==> src/source/cart_pkg.sv <==
package cart_pkg;

    // ==================================================
    // Bus and memory types
    // ==================================================
    typedef logic [15:0] addr_t;       // Console address
    typedef logic [7:0]  byte_t;       // Data byte
    typedef logic [15:0] ram_index_t;  // Game memory index
    typedef logic [6:0]  sector_t;     // SD sector number, up to 127

    // ==================================================
    // Console memory map
    // ==================================================
    localparam addr_t      ROM_BASE          = 16'h4000;  // ROM window $4000-$FFFF
    localparam int         ROM_BYTES         = 49152;     // 48 KB game image
    localparam logic [11:0] POKEY_PAGE       = 12'h045;   // POKEY at $0450-$045F
    localparam addr_t      MENU_CTRL_ADDR    = 16'h2200;  // Menu control byte
    localparam addr_t      GAME_TRIGGER_ADDR = 16'h0458;  // POKEY base + 8

    // ==================================================
    // SD image layout
    // ==================================================
    // The .a78 image is a 128-byte header followed by the ROM, so a
    // 48 KB game spans 97 sectors
    localparam int SECTOR_BYTES = 512;
    localparam int HEADER_BYTES = 128;   // Sector 0 only
    localparam int GAME_SECTORS = 97;

    localparam logic [4:0] SD_READY_STATUS = 5'd6;  // Controller idle after init

    // Activity hold after a phi2 edge
    localparam int ACTIVITY_TIMEOUT = 1 << 20;

    // ==================================================
    // Loader FSM
    // ==================================================
    typedef enum logic [2:0] {
        ld_idle,      // Wait for SD controller ready
        ld_start,     // Issue sector read
        ld_wait,      // Wait for controller to go busy
        ld_data,      // Collect sector bytes
        ld_next,      // Advance or finish
        ld_complete   // Image loaded, wait for trigger
    } loader_state_t;

endpackage
==> src/source/sector_loader.sv <==
`timescale 1ns/1ns

module sector_loader (
    input  logic                 sys_clk,
    input  logic                 sd_reset,
    input  logic                 sd_ready,
    input  logic [4:0]           sd_status,
    input  cart_pkg::byte_t      sd_dout,
    input  logic                 sd_byte_available,
    input  cart_pkg::addr_t      a_safe,
    input  logic                 rw_safe,
    input  logic                 phi2_safe,
    input  cart_pkg::byte_t      d_in,
    output logic                 sd_rd,
    output logic [31:0]          sd_address,
    output logic                 wr_en,
    output cart_pkg::ram_index_t wr_index,
    output cart_pkg::byte_t      wr_data,
    output cart_pkg::sector_t    current_sector,
    output logic                 load_done,
    output logic                 game_loaded
);
    import cart_pkg::*;

    loader_state_t state;

    logic [9:0]  byte_index;   // 0..512 within the sector
    logic        avail_d;      // Previous byte strobe level
    logic        byte_strobe;
    logic        keep_byte;
    logic [16:0] load_pos;     // Image offset of the current byte
    logic        trigger_wr;

    // ==================================================
    // Byte bookkeeping
    // ==================================================
    assign byte_strobe = sd_byte_available && !avail_d;   // One per byte

    // Sector 0 starts with the .a78 header
    assign keep_byte = (current_sector != '0) || (byte_index >= HEADER_BYTES);

    // s * 512 + i - 128, only meaningful when keep_byte is set
    assign load_pos = 17'({current_sector, 9'd0}) + 17'(byte_index)
                    - 17'(HEADER_BYTES);

    // Menu trigger write, value carries the magic bit 7
    assign trigger_wr = (a_safe == GAME_TRIGGER_ADDR) && !rw_safe && phi2_safe
                     && d_in[7];

    assign load_done = (state == ld_complete);

    // ==================================================
    // Loader FSM
    // ==================================================
    always_ff @(posedge sys_clk) begin
        if (sd_reset) begin
            state          <= ld_idle;
            sd_rd          <= 1'b0;
            sd_address     <= '0;
            byte_index     <= '0;
            avail_d        <= 1'b0;
            wr_en          <= 1'b0;
            current_sector <= '0;
            game_loaded    <= 1'b0;
        end else begin
            avail_d <= sd_byte_available;
            wr_en   <= 1'b0;   // Single-cycle write pulses

            case (state)
                ld_idle: begin
                    // Also the gap between sectors
                    if (sd_ready && (sd_status == SD_READY_STATUS))
                        state <= ld_start;
                end

                ld_start: begin
                    sd_address <= 32'(current_sector);
                    sd_rd      <= 1'b1;
                    byte_index <= '0;
                    state      <= ld_wait;
                end

                ld_wait: begin
                    if (!sd_ready) begin   // Controller accepted the read
                        sd_rd <= 1'b0;
                        state <= ld_data;
                    end
                end

                ld_data: begin
                    if (sd_ready) begin
                        // End of sector, or a short sector that is dropped
                        state <= ld_next;
                    end else if (byte_strobe && (byte_index < SECTOR_BYTES)) begin
                        if (keep_byte && (load_pos < ROM_BYTES)) begin
                            wr_en    <= 1'b1;
                            wr_index <= load_pos[15:0];
                            wr_data  <= sd_dout;
                        end
                        byte_index <= byte_index + 10'd1;
                    end
                end

                ld_next: begin
                    if (current_sector == sector_t'(GAME_SECTORS - 1)) begin
                        state <= ld_complete;
                    end else begin
                        current_sector <= current_sector + 7'd1;
                        state          <= ld_idle;
                    end
                end

                ld_complete: begin
                    // Set once, stays until reset
                    if (!game_loaded && trigger_wr)
                        game_loaded <= 1'b1;
                end

                default: state <= ld_idle;
            endcase
        end
    end

endmodule

==> config.mk <==
export PLATFORM = sky130hd
export DESIGN_NAME = sector_loader
export DESIGN_NICKNAME = d
export VERILOG_FILES = /design/src/source/cart_pkg.sv /design/src/source/sector_loader.sv
export SDC_FILE = /design/constraint.sdc
export NUM_CORES = 1
export LEC_CHECK = 0
export BUFFER_PORTS_ARGS = -buffer_cell sky130_fd_sc_hd__buf_2
export CORE_MARGIN = 5
export CORE_UTILIZATION = 40
export CTS_CLUSTER_DIAMETER = 30
export CTS_CLUSTER_SIZE = 14
export DETAILED_ROUTE_END_ITERATION = 10
export GPL_ROUTABILITY_DRIVEN = 0
export PLACE_DENSITY = 0.76
export SETUP_SLACK_MARGIN = 0.05
export SLEW_MARGIN = 20
export SYNTH_ARGS = -nofsm -noshare
export SYNTH_HDL_FRONTEND = slang
export SYNTH_SLANG_ARGS = --single-unit
==> constraint.sdc <==
create_clock -name sys_clk -period 8 [get_ports sys_clk]
set_clock_uncertainty 0.05 [all_clocks]
set_input_delay 0.8 -clock sys_clk [delete_from_list [all_inputs] [get_ports sys_clk]]
set_output_delay 0.8 -clock sys_clk [all_outputs]
set_load 0.01 [all_outputs]
==> results_dict.tcl <==
set metrics [dict create \
    grt_use_total_pct 12.9 \
    path_class "flip-flop to flip-flop" \
    fin_crit_sh_pct 43.4 \
    cts_resized 0 \
    die_x_um 93.6 \
    numCtsBuffers 5 \
    ir_worst_vdd_uv 71.8 \
    cp.required_ns 7.95 \
    clkTransAtPathRegs_ns 0.11 \
    drv_slew 0 \
    dp_hpwl_um 4470 \
    hold_depth 2 \
    syn_area_mm2 0.00280 \
    cp_max_fo 24 \
    syn_avg_cell_area_um2 10.3 \
    areaGrowthSynthToFinish_pct 17.7 \
    core-area_mm2 0.00679 \
    finalWirelength_um 5760 \
    synth_common_cells "dfxtp_1 (31), buf_4 (25), edfxtp_1 (24), nor2_1 (24), ha_1 (21)" \
    io_buffers 77 \
    chipHeight_um 93.6 \
    top_layer "met4" \
    post_cts_buffers 0 \
    antenna_cells 0 \
    holdBufCountCts 0 \
    viasPerCell 4.61 \
    r2r_cells 9 \
    synth_top_area_share_pct 25.8 \
    tightestPinTransition_ns 0.595 \
    clkSinkCount 55 \
    synthArstFlopShare_pct 0 \
    grt-ovfl-total 0 \
    placed_cell_area_mm2 0.00319 \
    rows 30 \
    wl_per_cell_um 12.9 \
    wl_met3_um 496 \
    grt_pass1_vias 2029 \
    drc 0 \
    yosysSeqAreaShare_pct 48.0 \
    antenna_found_initial 0 \
    ant_nets 0 \
    p_per_area_mw_per_mm2 144 \
    final_cell_area_mm2 0.00329 \
    ios 110 \
    worst_setup_path_end_kind "flip-flop" \
    rsz0062_at_grt "no" \
    drv_cap 0 \
    setup_tns_ns 0 \
    num_vias 2057 \
    yosys_register_bits 55 \
    synth_cell_type_count 42 \
    hold_violations 0 \
    finalSetupViolCount 0 \
    insertion_delay_ns 0.32 \
    synthFlopType "dfxtp_1" \
    yosys.area.top_type "edfxtp_1" \
    status "finished, final reports clean" \
    dr_wl_met2_um 2700 \
    startpoint_type "flip-flop" \
    syn_inst 271 \
    root_buffer "clkbuf_8" \
    grt_pass1_wl_um 9170 \
    min_path_type "flip-flop to flip-flop" \
    yosysMostFrequentCell "dfxtp_1" \
    die-area_mm2 0.00876 \
    ys_warn_count 0 \
    drive_gt1_share_pct 26.6 \
    dp_worst_setup_slack_ns 4.51 \
    grt_max_degree 25 \
    wl_met1_um 2460 \
    clockBufferDepth 2 \
    layout_setup_ws_ns 4.53 \
    num-nets-final 414 \
    initialDrtViolationCount 54 \
    initial_core_util_pct 41.1 \
    slew_headroom_pct 59.3 \
    synth_area_leaders "edfxtp_1 (26%), dfxtp_1 (22%), ha_1 (9.4%)" \
    synth_edf_count 24 \
    htreeDepth 2 \
    post-route-min-period_ns 3.47 \
    cts_tree "built" \
    p_leak_nw 1.40 \
    drtPass1Iterations 4 \
    fmax_mhz 288 \
    cp_data_arrival_time_ns 3.42 \
]
worst paths after layout:
| check | from | end | slack, ns |
|---|---|---|---|
| hold / removal | game_loaded | game_loaded | 0.44 |
| setup reg to reg | current_sector[0] | wr_index[8] | 4.53 |
| setup / recovery | current_sector[0] | wr_index[8] | 4.53 |
| hold reg to reg | game_loaded | game_loaded | 0.44 |
metal layers:
layer,up-vias,track usage (%)
met5,-,0
met4,0,4.09
met3,9,4.26
met2,70,21.9
met1,936,15.5
li1,1042,-
report_power, final:
part           leakage, nW  internal, mW  switching (mW)
clock network       0.0463        0.0644          0.0975
registers            0.466         0.291        0.000485
logic                0.892       0.00770          0.0115
stage by stage:
| step | power (mW) | cells | utilization, % | hold WS (ns) |
|---|---|---|---|---|
| 3_5_place_dp | 0.317 | 438 | 47.0 | 0.418 |
| 3_3_place_gp | 0.317 | 438 | 47.0 | 0.400 |
| 4_1_cts | 0.477 | 446 | 48.4 | 0.445 |
| 6_report | 0.473 | 446 | 48.4 | 0.438 |
| 5_1_grt | 0.492 | 446 | 48.4 | 0.471 |
| 2_1_floorplan | 0.317 | 295 | - | 0.393 |
flip-flops by register name, indices dropped and copies added, names as in the netlist:
register        cells
sd_address          7
avail_d             1
wr_data             8
byte_index         10
game_loaded         1
current_sector      7
wr_index           16
sd_rd               1
wr_en               1
state               3
area by class of cell:
cell class,count,area [µm²]
Clock buffer,5,68.8
Clock inverter,3,27.5
Fill cell,650,3500
Inverter,19,71.3
Multi-Input combinational cell,190,1270
Sequential cell,55,1340
Tap cell,96,120
Timing Repair Buffer,78,393
kinds of logic after synthesis:
kind of cell    count (synthesis)  synth area share, %
simple gates                   80                 15.4
mux                             1                0.358
xor+xnor                       19                 5.95
flops                          55                 48.0
compound gates                 43                 9.94
other cells                     1                0.134
buf+inv                        50                 10.1
fa+ha+maj                      22                 10.1
cells in the final DEF, fill, tap and decap left out, drive strengths merged, types with 4 or more instances in the layout:
cell,Yosys,routed
a2111oi,5,5
dfxtp,31,31
nand2,12,12
nor2,24,24
xor2,4,4
clkbuf,6,5
a21oi,19,19
nand2b,5,5
xnor2,15,15
conb,1,25
o21ai,9,9
nand4,5,5
edfxtp,24,24
inv,19,20
nor2b,7,7
buf,25,78
nand3,8,8
ha,21,21
critical path: stages, from the launching register on:
cell       delay [ns]
dfxtp_1          0.48
inv_1            0.11
ha_1             0.35
fa_1             0.43
nand2b_1         0.18
a2111oi_0        0.56
nor2b_1          0.13
xnor2_1          0.19
a2111oi_2        0.31
buf_4            0.36
Power figures use the tool's default switching activity.
