<file path="config.mk">
export PLATFORM = sky130hd
export DESIGN_NAME = status_leds
export DESIGN_NICKNAME = d
export VERILOG_FILES = /design/src/source/cart_pkg.sv /design/src/source/status_leds.sv
export SDC_FILE = /design/constraint.sdc
export NUM_CORES = 1
export LEC_CHECK = 0
export ABC_AREA = 1
export BUFFER_PORTS_ARGS = -buffer_cell sky130_fd_sc_hd__buf_2
export CORE_ASPECT_RATIO = 1.5
export CORE_MARGIN = 8
export CORE_UTILIZATION = 50
export CTS_CLUSTER_SIZE = 14
export DETAILED_ROUTE_END_ITERATION = 16
export MAX_ROUTING_LAYER = met4
export PLACE_DENSITY = 0.71
export SLEW_MARGIN = 15
export SYNTH_ARGS = -nofsm -noshare
export SYNTH_HDL_FRONTEND = slang
export SYNTH_SLANG_ARGS = --single-unit
</file>
<file path="constraint.sdc">
create_clock -name sys_clk -period 1.8 [get_ports sys_clk]
set_clock_uncertainty 0.15 [all_clocks]
set_input_delay 0.54 -clock sys_clk [delete_from_list [all_inputs] [get_ports sys_clk]]
set_output_delay 0.54 -clock sys_clk [all_outputs]
set_load 0.1 [all_outputs]
</file>
<file path="src/source/cart_pkg.sv">
package cart_pkg;

    // ==================================================
    // Bus and memory types
    // ==================================================
    typedef logic [15:0] addr_t;       // Console address
    typedef logic [7:0]  byte_t;       // Data byte
    typedef logic [15:0] ram_index_t;  // Game memory index
    typedef logic [6:0]  sector_t;     // SD sector number, up to 127

    // ==================================================
    // Console memory map
    // ==================================================
    localparam addr_t      ROM_BASE          = 16'h4000;  // ROM window $4000-$FFFF
    localparam int         ROM_BYTES         = 49152;     // 48 KB game image
    localparam logic [11:0] POKEY_PAGE       = 12'h045;   // POKEY at $0450-$045F
    localparam addr_t      MENU_CTRL_ADDR    = 16'h2200;  // Menu control byte
    localparam addr_t      GAME_TRIGGER_ADDR = 16'h0458;  // POKEY base + 8

    // ==================================================
    // SD image layout
    // ==================================================
    // The .a78 image is a 128-byte header followed by the ROM, so a
    // 48 KB game spans 97 sectors
    localparam int SECTOR_BYTES = 512;
    localparam int HEADER_BYTES = 128;   // Sector 0 only
    localparam int GAME_SECTORS = 97;

    localparam logic [4:0] SD_READY_STATUS = 5'd6;  // Controller idle after init

    // Activity hold after a phi2 edge
    localparam int ACTIVITY_TIMEOUT = 1 << 20;

    // ==================================================
    // Loader FSM
    // ==================================================
    typedef enum logic [2:0] {
        ld_idle,      // Wait for SD controller ready
        ld_start,     // Issue sector read
        ld_wait,      // Wait for controller to go busy
        ld_data,      // Collect sector bytes
        ld_next,      // Advance or finish
        ld_complete   // Image loaded, wait for trigger
    } loader_state_t;

endpackage
</file>
<file path="src/source/status_leds.sv">
`timescale 1ns/1ns

module status_leds (
    input  logic              sys_clk,
    input  logic              sd_reset,
    input  logic              phi2_safe,
    input  logic              load_done,
    input  logic              game_loaded,
    input  cart_pkg::sector_t current_sector,
    output logic [5:0]        led             // Active low
);
    import cart_pkg::*;

    logic        phi2_prev;
    logic        console_active;
    logic [20:0] activity_timer;   // Holds up to 2^20

    // ==================================================
    // Console activity detector
    // ==================================================
    // Any phi2 edge means the console is clocking, the flag decays after
    // the timeout once the clock stops
    always_ff @(posedge sys_clk) begin
        if (sd_reset) begin
            phi2_prev      <= 1'b0;
            console_active <= 1'b0;
            activity_timer <= '0;
        end else begin
            phi2_prev <= phi2_safe;
            if (phi2_safe != phi2_prev) begin
                console_active <= 1'b1;
                activity_timer <= 21'(ACTIVITY_TIMEOUT);
            end else if (activity_timer != '0) begin
                activity_timer <= activity_timer - 21'd1;
            end else begin
                console_active <= 1'b0;   // Timed out
            end
        end
    end

    // LED mapping
    assign led[0]   = load_done;              // On while loading
    assign led[1]   = ~console_active;        // On while console runs
    assign led[4:2] = ~current_sector[6:4];   // Coarse load progress
    assign led[5]   = ~game_loaded;           // On in game mode

endmodule

</file>
==> impl_metrics.env, run 1 <==
export IMPL_status="finished clean"
export IMPL_syn_area_um2=1280
export IMPL_grt_pass1_vias=1102
export IMPL_crit_path_cell_trace="inv_1 > buf_4"
export IMPL_rsz0062_at_grt="no"
export IMPL_synth_top_area_share=0.361
export IMPL_first_pass_iters=4
export IMPL_crit_slowest_cell="dfxtp_1"
export IMPL_diodes=0
export IMPL_worst_slew_pin_slew_ns=0.309
export IMPL_grt_max_degree=19
export IMPL_synth_ff_type="dfxtp_1"
export IMPL_final_nets=219
export IMPL_start_kind="flip-flop"
export IMPL_hold_path_class="input port to flip-flop"
export IMPL_wl_per_cell_um=11.5
export IMPL_synth_edf_count=0
export IMPL_finalWirelength_mm=2.62
export IMPL_ys_types=22
export IMPL_r2r_end="activity_timer[16]$_SDFFE_PP0P_"
export IMPL_ys_ff_latch=23
export IMPL_synth_nets=203
export IMPL_post_cts_setup_buffer_count=0
export IMPL_clock_latency_ns=0.31
export IMPL_io_buffer_count=11
export IMPL_grt_pass1_wl_mm=4.66
export IMPL_cts_buffers=3
export IMPL_antenna_left=0
export IMPL_finalSetupViolations=0
export IMPL_multi_input_area_um2=721
export IMPL_cts_tree="built"
export IMPL_avgSynthCellArea_um2=6.75
export IMPL_maxSlewHeadroom=0.793
export IMPL_fmax_mhz=601
export IMPL_cts_root_buffer="clkbuf_4"
export IMPL_yosysSeqAreaShare=0.361
export IMPL_synth_most_common_cell="nand2_1"
export IMPL_ys_warn_count=0
export IMPL_hold_depth=2
export IMPL_critical_path_max_fanout=2
export IMPL_rr_worst_depth=8
export IMPL_end_kind="output pin"
export IMPL_hpwl_mm=2.11
export IMPL_drive_above_1_share=0.181
export IMPL_synthCells=189
export IMPL_setup_tns_ns=0
export IMPL_core_um2=2450
export IMPL_min_to="activity_timer[20]$_SDFFE_PP0P_"
export IMPL_antenna_found_initial=0
export IMPL_period_minus_slack_ns=1.66
export IMPL_grt_usage=0.130
export IMPL_vias=1139
export IMPL_vias_per_cell=5.00
export IMPL_grt_overflow_total=0
export IMPL_regToRegSetupSlack_ns=0.15
export IMPL_ios=18
export IMPL_die_y_um=77.9
export IMPL_cts_sinks=23
export IMPL_cp_data_arrival_time_ns=0.97
export IMPL_drc=0
export IMPL_fp_row_count=22
export IMPL_syn_to_final_growth_pct=14.8
export IMPL_dieArea_um2=4460
export IMPL_critical_path_class="flip-flop to output pin"
export IMPL_fillCellCount=219
export IMPL_die_w_um=57.3
export IMPL_drv_slew=0
export IMPL_final_cells=228
export IMPL_worst_ep_required_time_ns=1.11
export IMPL_critical_path_max_stage_delay_ns=0.33
export IMPL_async_flop_share=0
export IMPL_dr_first_iter_drc_count=43
export IMPL_min_from="sd_reset"
export IMPL_rr_startpoint="activity_timer[0]$_SDFFE_PP0P_"
export IMPL_cap_violations=0
export IMPL_synthTopCellsByCount="49 x nand2_1, 45 x nor2_1, 23 x dfxtp_1"
export IMPL_place_congestion=0.864
export IMPL_yosysTopAreaCell="dfxtp_1"
export IMPL_htree_levels=1
export IMPL_seq_area_um2=460
export IMPL_placedCellCount=224
export IMPL_finalCritPeriodShare=0.924
export IMPL_ys_top_cells_by_area="dfxtp_1 36%, nand2_1 14%, nor2_1 13%"
export IMPL_clk_pin_slew_ns=0.13
export IMPL_cts_max_path_buffers=2
export IMPL_utilization=0.598
export IMPL_hold_viol=0
export IMPL_start_util=0.521
## stage by stage
step	hold slack, ns	setup WS [ns]	instance area [µm²]
final	0.255	0.137	1470
after global routing	0.263	0.0167	1470
after CTS	0.255	0.129	1470
after detailed placement	0.310	0.170	1440
after global placement	0.303	0.188	1440
after floorplan	0.285	0.194	1290
## logic make-up (layout without fill, tap and decap cells)
logic type	Yosys count	count (layout)	synth area share
buf+inv	22	37	0.0745
compound gates	7	7	0.0274
simple gates	121	121	0.422
xor+xnor	14	14	0.0961
flops	23	23	0.361
fa+ha+maj	2	2	0.0196
## timing repair
action	in CTS	in global routing
setup endpoints to repair	1	0
hold buffers	0	0
gates resized for setup	1	0
## layer usage
metal / track usage / up-vias / share of wire
met5: - / - / 0
met4: 0.0403 / 0 / 0.017
met3: 0.0149 / 6 / 0.017
met2: 0.251 / 18 / 0.55
met1: 0.128 / 502 / 0.42
li1: - / 613 / -
## sequential cells by signal, indices dropped and copies added (netlist names)
| name | count |
|---|---|
| phi2_prev | 1 |
| activity_timer | 21 |
| console_active | 1 |
## final cells by class
type                    count  share of cell area
well taps                  24              0.0205
multi-input cells         144               0.492
clock buffers               3              0.0154
flip-flops and latches     23               0.314
repair buffers             14              0.0956
inverters                  19              0.0589
clock inverters             1             0.00342
## how the worst max path moves through the flow
| stage | start | end | cells after the start |
|---|---|---|---|
| final | console_active$_SDFFE_PP0P_ | led[1] | 2 |
| after detailed placement | activity_timer[0]$_SDFFE_PP0P_ | activity_timer[16]$_SDFFE_PP0P_ | 8 |
| after global routing | activity_timer[0]$_SDFFE_PP0P_ | activity_timer[16]$_SDFFE_PP0P_ | 8 |
| after floorplan | current_sector[4] | led[2] | 1 |
| after CTS | console_active$_SDFFE_PP0P_ | led[1] | 2 |
| after global placement | activity_timer[0]$_SDFFE_PP0P_ | activity_timer[16]$_SDFFE_PP0P_ | 8 |
## worst max-delay path: cells and delay by family (launching register included)
| family | cells | cell delay [ns] |
|---|---|---|
| buffers and inverters | 2 | 0.33 |
| flip-flops | 1 | 0.33 |
## cell usage in the layout, fill, tap and decap left out
master	netlist	final
buf_2	1	6
xor2_1	6	6
buf_4	1	4
buf_12	0	4
nand3b_1	1	1
inv_2	2	2
nand2_1	49	49
nand2_2	2	2
inv_1	17	13
nor2_4	2	2
nor2_1	45	45
clkinv_2	0	1
a21oi_1	6	6
nor3_2	2	2
nor2_2	5	5
xnor2_1	8	8
o21ai_0	1	1
clkbuf_4	0	3
ha_1	2	2
nand4_1	5	5
dfxtp_1	23	23
nor3_1	1	1
nand3_2	2	2
clkinvlp_4	0	4
nand3_1	7	7
Power of run 1 is not shown: default switching activity piles up to over one toggle a cycle in this logic, so the estimate is an artifact.
==> run 2: changes to the inputs <==
--- a/config.mk
+++ b/config.mk
@@ -13,7 +13,8 @@
 export CTS_CLUSTER_SIZE = 14
 export DETAILED_ROUTE_END_ITERATION = 16
 export MAX_ROUTING_LAYER = met4
-export PLACE_DENSITY = 0.71
+export PLACE_DENSITY_LB_ADDON = 0.2
+export SKIP_LAST_GASP = 1
 export SLEW_MARGIN = 15
 export SYNTH_ARGS = -nofsm -noshare
 export SYNTH_HDL_FRONTEND = slang
==> run 2 against run 1 <==
Critical path depth did not move. Sequential share of layout area fell by 0.40 points. Hold slack improved by 0.0026 ns. Utilization rose by 0.77 points. Setup slack got worse by 0.013 ns. Routed wire length rose by 5.1%. First-iteration DRC count fell by 35%. Via count rose by 2.5%. Die area did not move. Critical endpoint unchanged.
==> impl_metrics.env, run 2 (synthesized netlist as in run 1, its figures left out) <==
export IMPL_status="finished clean"
export IMPL_met1_length_mm=1.13
export IMPL_dr_first_iter_drc_count=28
export IMPL_antenna_found_initial=0
export IMPL_fmax_mhz=596
export IMPL_layout_commonest_cell="nand2_1"
export IMPL_cts_sinks=23
export IMPL_hold_path_class="input port to flip-flop"
export IMPL_wl_per_cell_um=12.0
export IMPL_cts_buffers=3
export IMPL_diodes=0
export IMPL_grt_pass1_wl_mm=4.92
export IMPL_io_buffer_count=11
export IMPL_multi_input_area_um2=721
export IMPL_syn_to_final_growth_pct=16.3
export IMPL_start_kind="flip-flop"
export IMPL_grt_max_degree=19
export IMPL_dpl_worst_slack_ns=0.195
export IMPL_die_w_um=57.3
export IMPL_ios=18
export IMPL_period_minus_slack_ns=1.68
export IMPL_largest_register="activity_timer"
export IMPL_cts_tree="built"
export IMPL_hpwl_mm=2.20
export IMPL_cts_root_buffer="clkbuf_4"
export IMPL_rsz0062_at_grt="no"
export IMPL_first_pass_iters=4
export IMPL_setup_tns_ns=0
export IMPL_finalSetupViolations=0
export IMPL_final_cells=229
export IMPL_clock_latency_ns=0.31
export IMPL_drive_above_1_share=0.180
export IMPL_layout_common_cells="49 x nand2_1, 45 x nor2_1, 23 x dfxtp_1"
export IMPL_end_kind="output pin"
export IMPL_worst_slew_pin_slew_ns=0.303
export IMPL_antenna_left=0
export IMPL_finalCritPeriodShare=0.931
export IMPL_grt_pass1_vias=1262
export IMPL_crit_path_cell_trace="inv_1 > buf_4"
export IMPL_largest_register_ff_count=21
export IMPL_placedCellCount=225
export IMPL_worst_ep_required_time_ns=1.11
export IMPL_grt_overflow_total=0
export IMPL_drv_slew=0
export IMPL_crit_buf_inv=2
export IMPL_clk_pin_slew_ns=0.13
export IMPL_critical_path_top_delay_family="flip-flops"
export IMPL_vias=1167
export IMPL_core_um2=2450
export IMPL_cap_violations=0
export IMPL_cts_max_path_buffers=2
export IMPL_reg_top3="activity_timer (21), console_active (1), phi2_prev (1)"
export IMPL_wl_met3_um=47
export IMPL_finalWirelength_mm=2.76
export IMPL_top_layer="met4"
export IMPL_setup_ws_ns=0.124
export IMPL_final_nets=220
export IMPL_critical_path_max_fanout=2
export IMPL_seq_area_um2=460
export IMPL_start_util=0.521
export IMPL_wl_met2_mm=1.48
export IMPL_critical_path_class="flip-flop to output pin"
export IMPL_hold_viol=0
export IMPL_grt_usage=0.142
export IMPL_htree_levels=1
export IMPL_cp_data_arrival_time_ns=0.99
export IMPL_fillCellCount=240
export IMPL_drc=0
export IMPL_maxSlewHeadroom=0.798
export IMPL_place_congestion=0.938
export IMPL_critical_path_max_stage_delay_ns=0.34
export IMPL_die_y_um=77.9
export IMPL_dieArea_um2=4460
export IMPL_vias_per_cell=5.10
export IMPL_crit_slowest_cell="dfxtp_1"
export IMPL_fp_row_count=22
-- run 2: cell types whose count changed in the layout (fill, tap and decap cells not counted), sizes merged --
cell / delta
buf: +1
clkbuf: +1
clkinv: -1
-- run 2: worst register-to-register path, delay by kind of cell (launching register included) --
kind	cells	cell delay (ns)
flip-flops	1	0.35
adder cells (fa/ha/maj)	1	0.22
XOR/XNOR	1	0.14
buffers and inverters	2	0.24
AND/OR/NAND/NOR	4	0.45
-- run 2: path summary, 6_finish.rpt --
path | from | endpoint | slack [ns] | depth (start not counted)
worst min-delay path | sd_reset | console_active$_SDFFE_PP0P_ | 0.26 | 2
worst max register to register | activity_timer[0]$_SDFFE_PP0P_ | activity_timer[8]$_SDFFE_PP0P_ | 0.20 | 8
worst min register to register | console_active$_SDFFE_PP0P_ | console_active$_SDFFE_PP0P_ | 0.34 | 2
worst max-delay path | console_active$_SDFFE_PP0P_ | led[1] | 0.12 | 2
-- run 2: per-stage QoR --
step	hold WS, ns	util	area (µm²)
after global placement	0.305	0.594	1460
final	0.258	0.606	1480
after global routing	0.250	0.606	1480
after detailed placement	0.325	0.594	1460
after floorplan	0.285	-	1290
after CTS	0.261	0.606	1480
-- run 2: per-layer routing --
layer  vias to the layer above  GRT usage
met5                         -          -
met4                         0     0.0932
met3                         9     0.0264
met2                        16      0.257
met1                       532      0.129
li1                        610          -
-- run 2: area by class of cell --
type	instances	area share
Multi-Input combinational cell	144	0.486
Clock buffer	4	0.0177
Tap cell	24	0.0202
Inverter	19	0.0582
Sequential cell	23	0.310
Timing Repair Buffer	15	0.108
-- run 2: what timing repair did --
action	in CTS	in global routing
endpoints found under the setup margin	1	0
setup buffers	0	0
hold buffers	0	0
resized for setup	1	0
Power of run 2 is left out for the same reason.
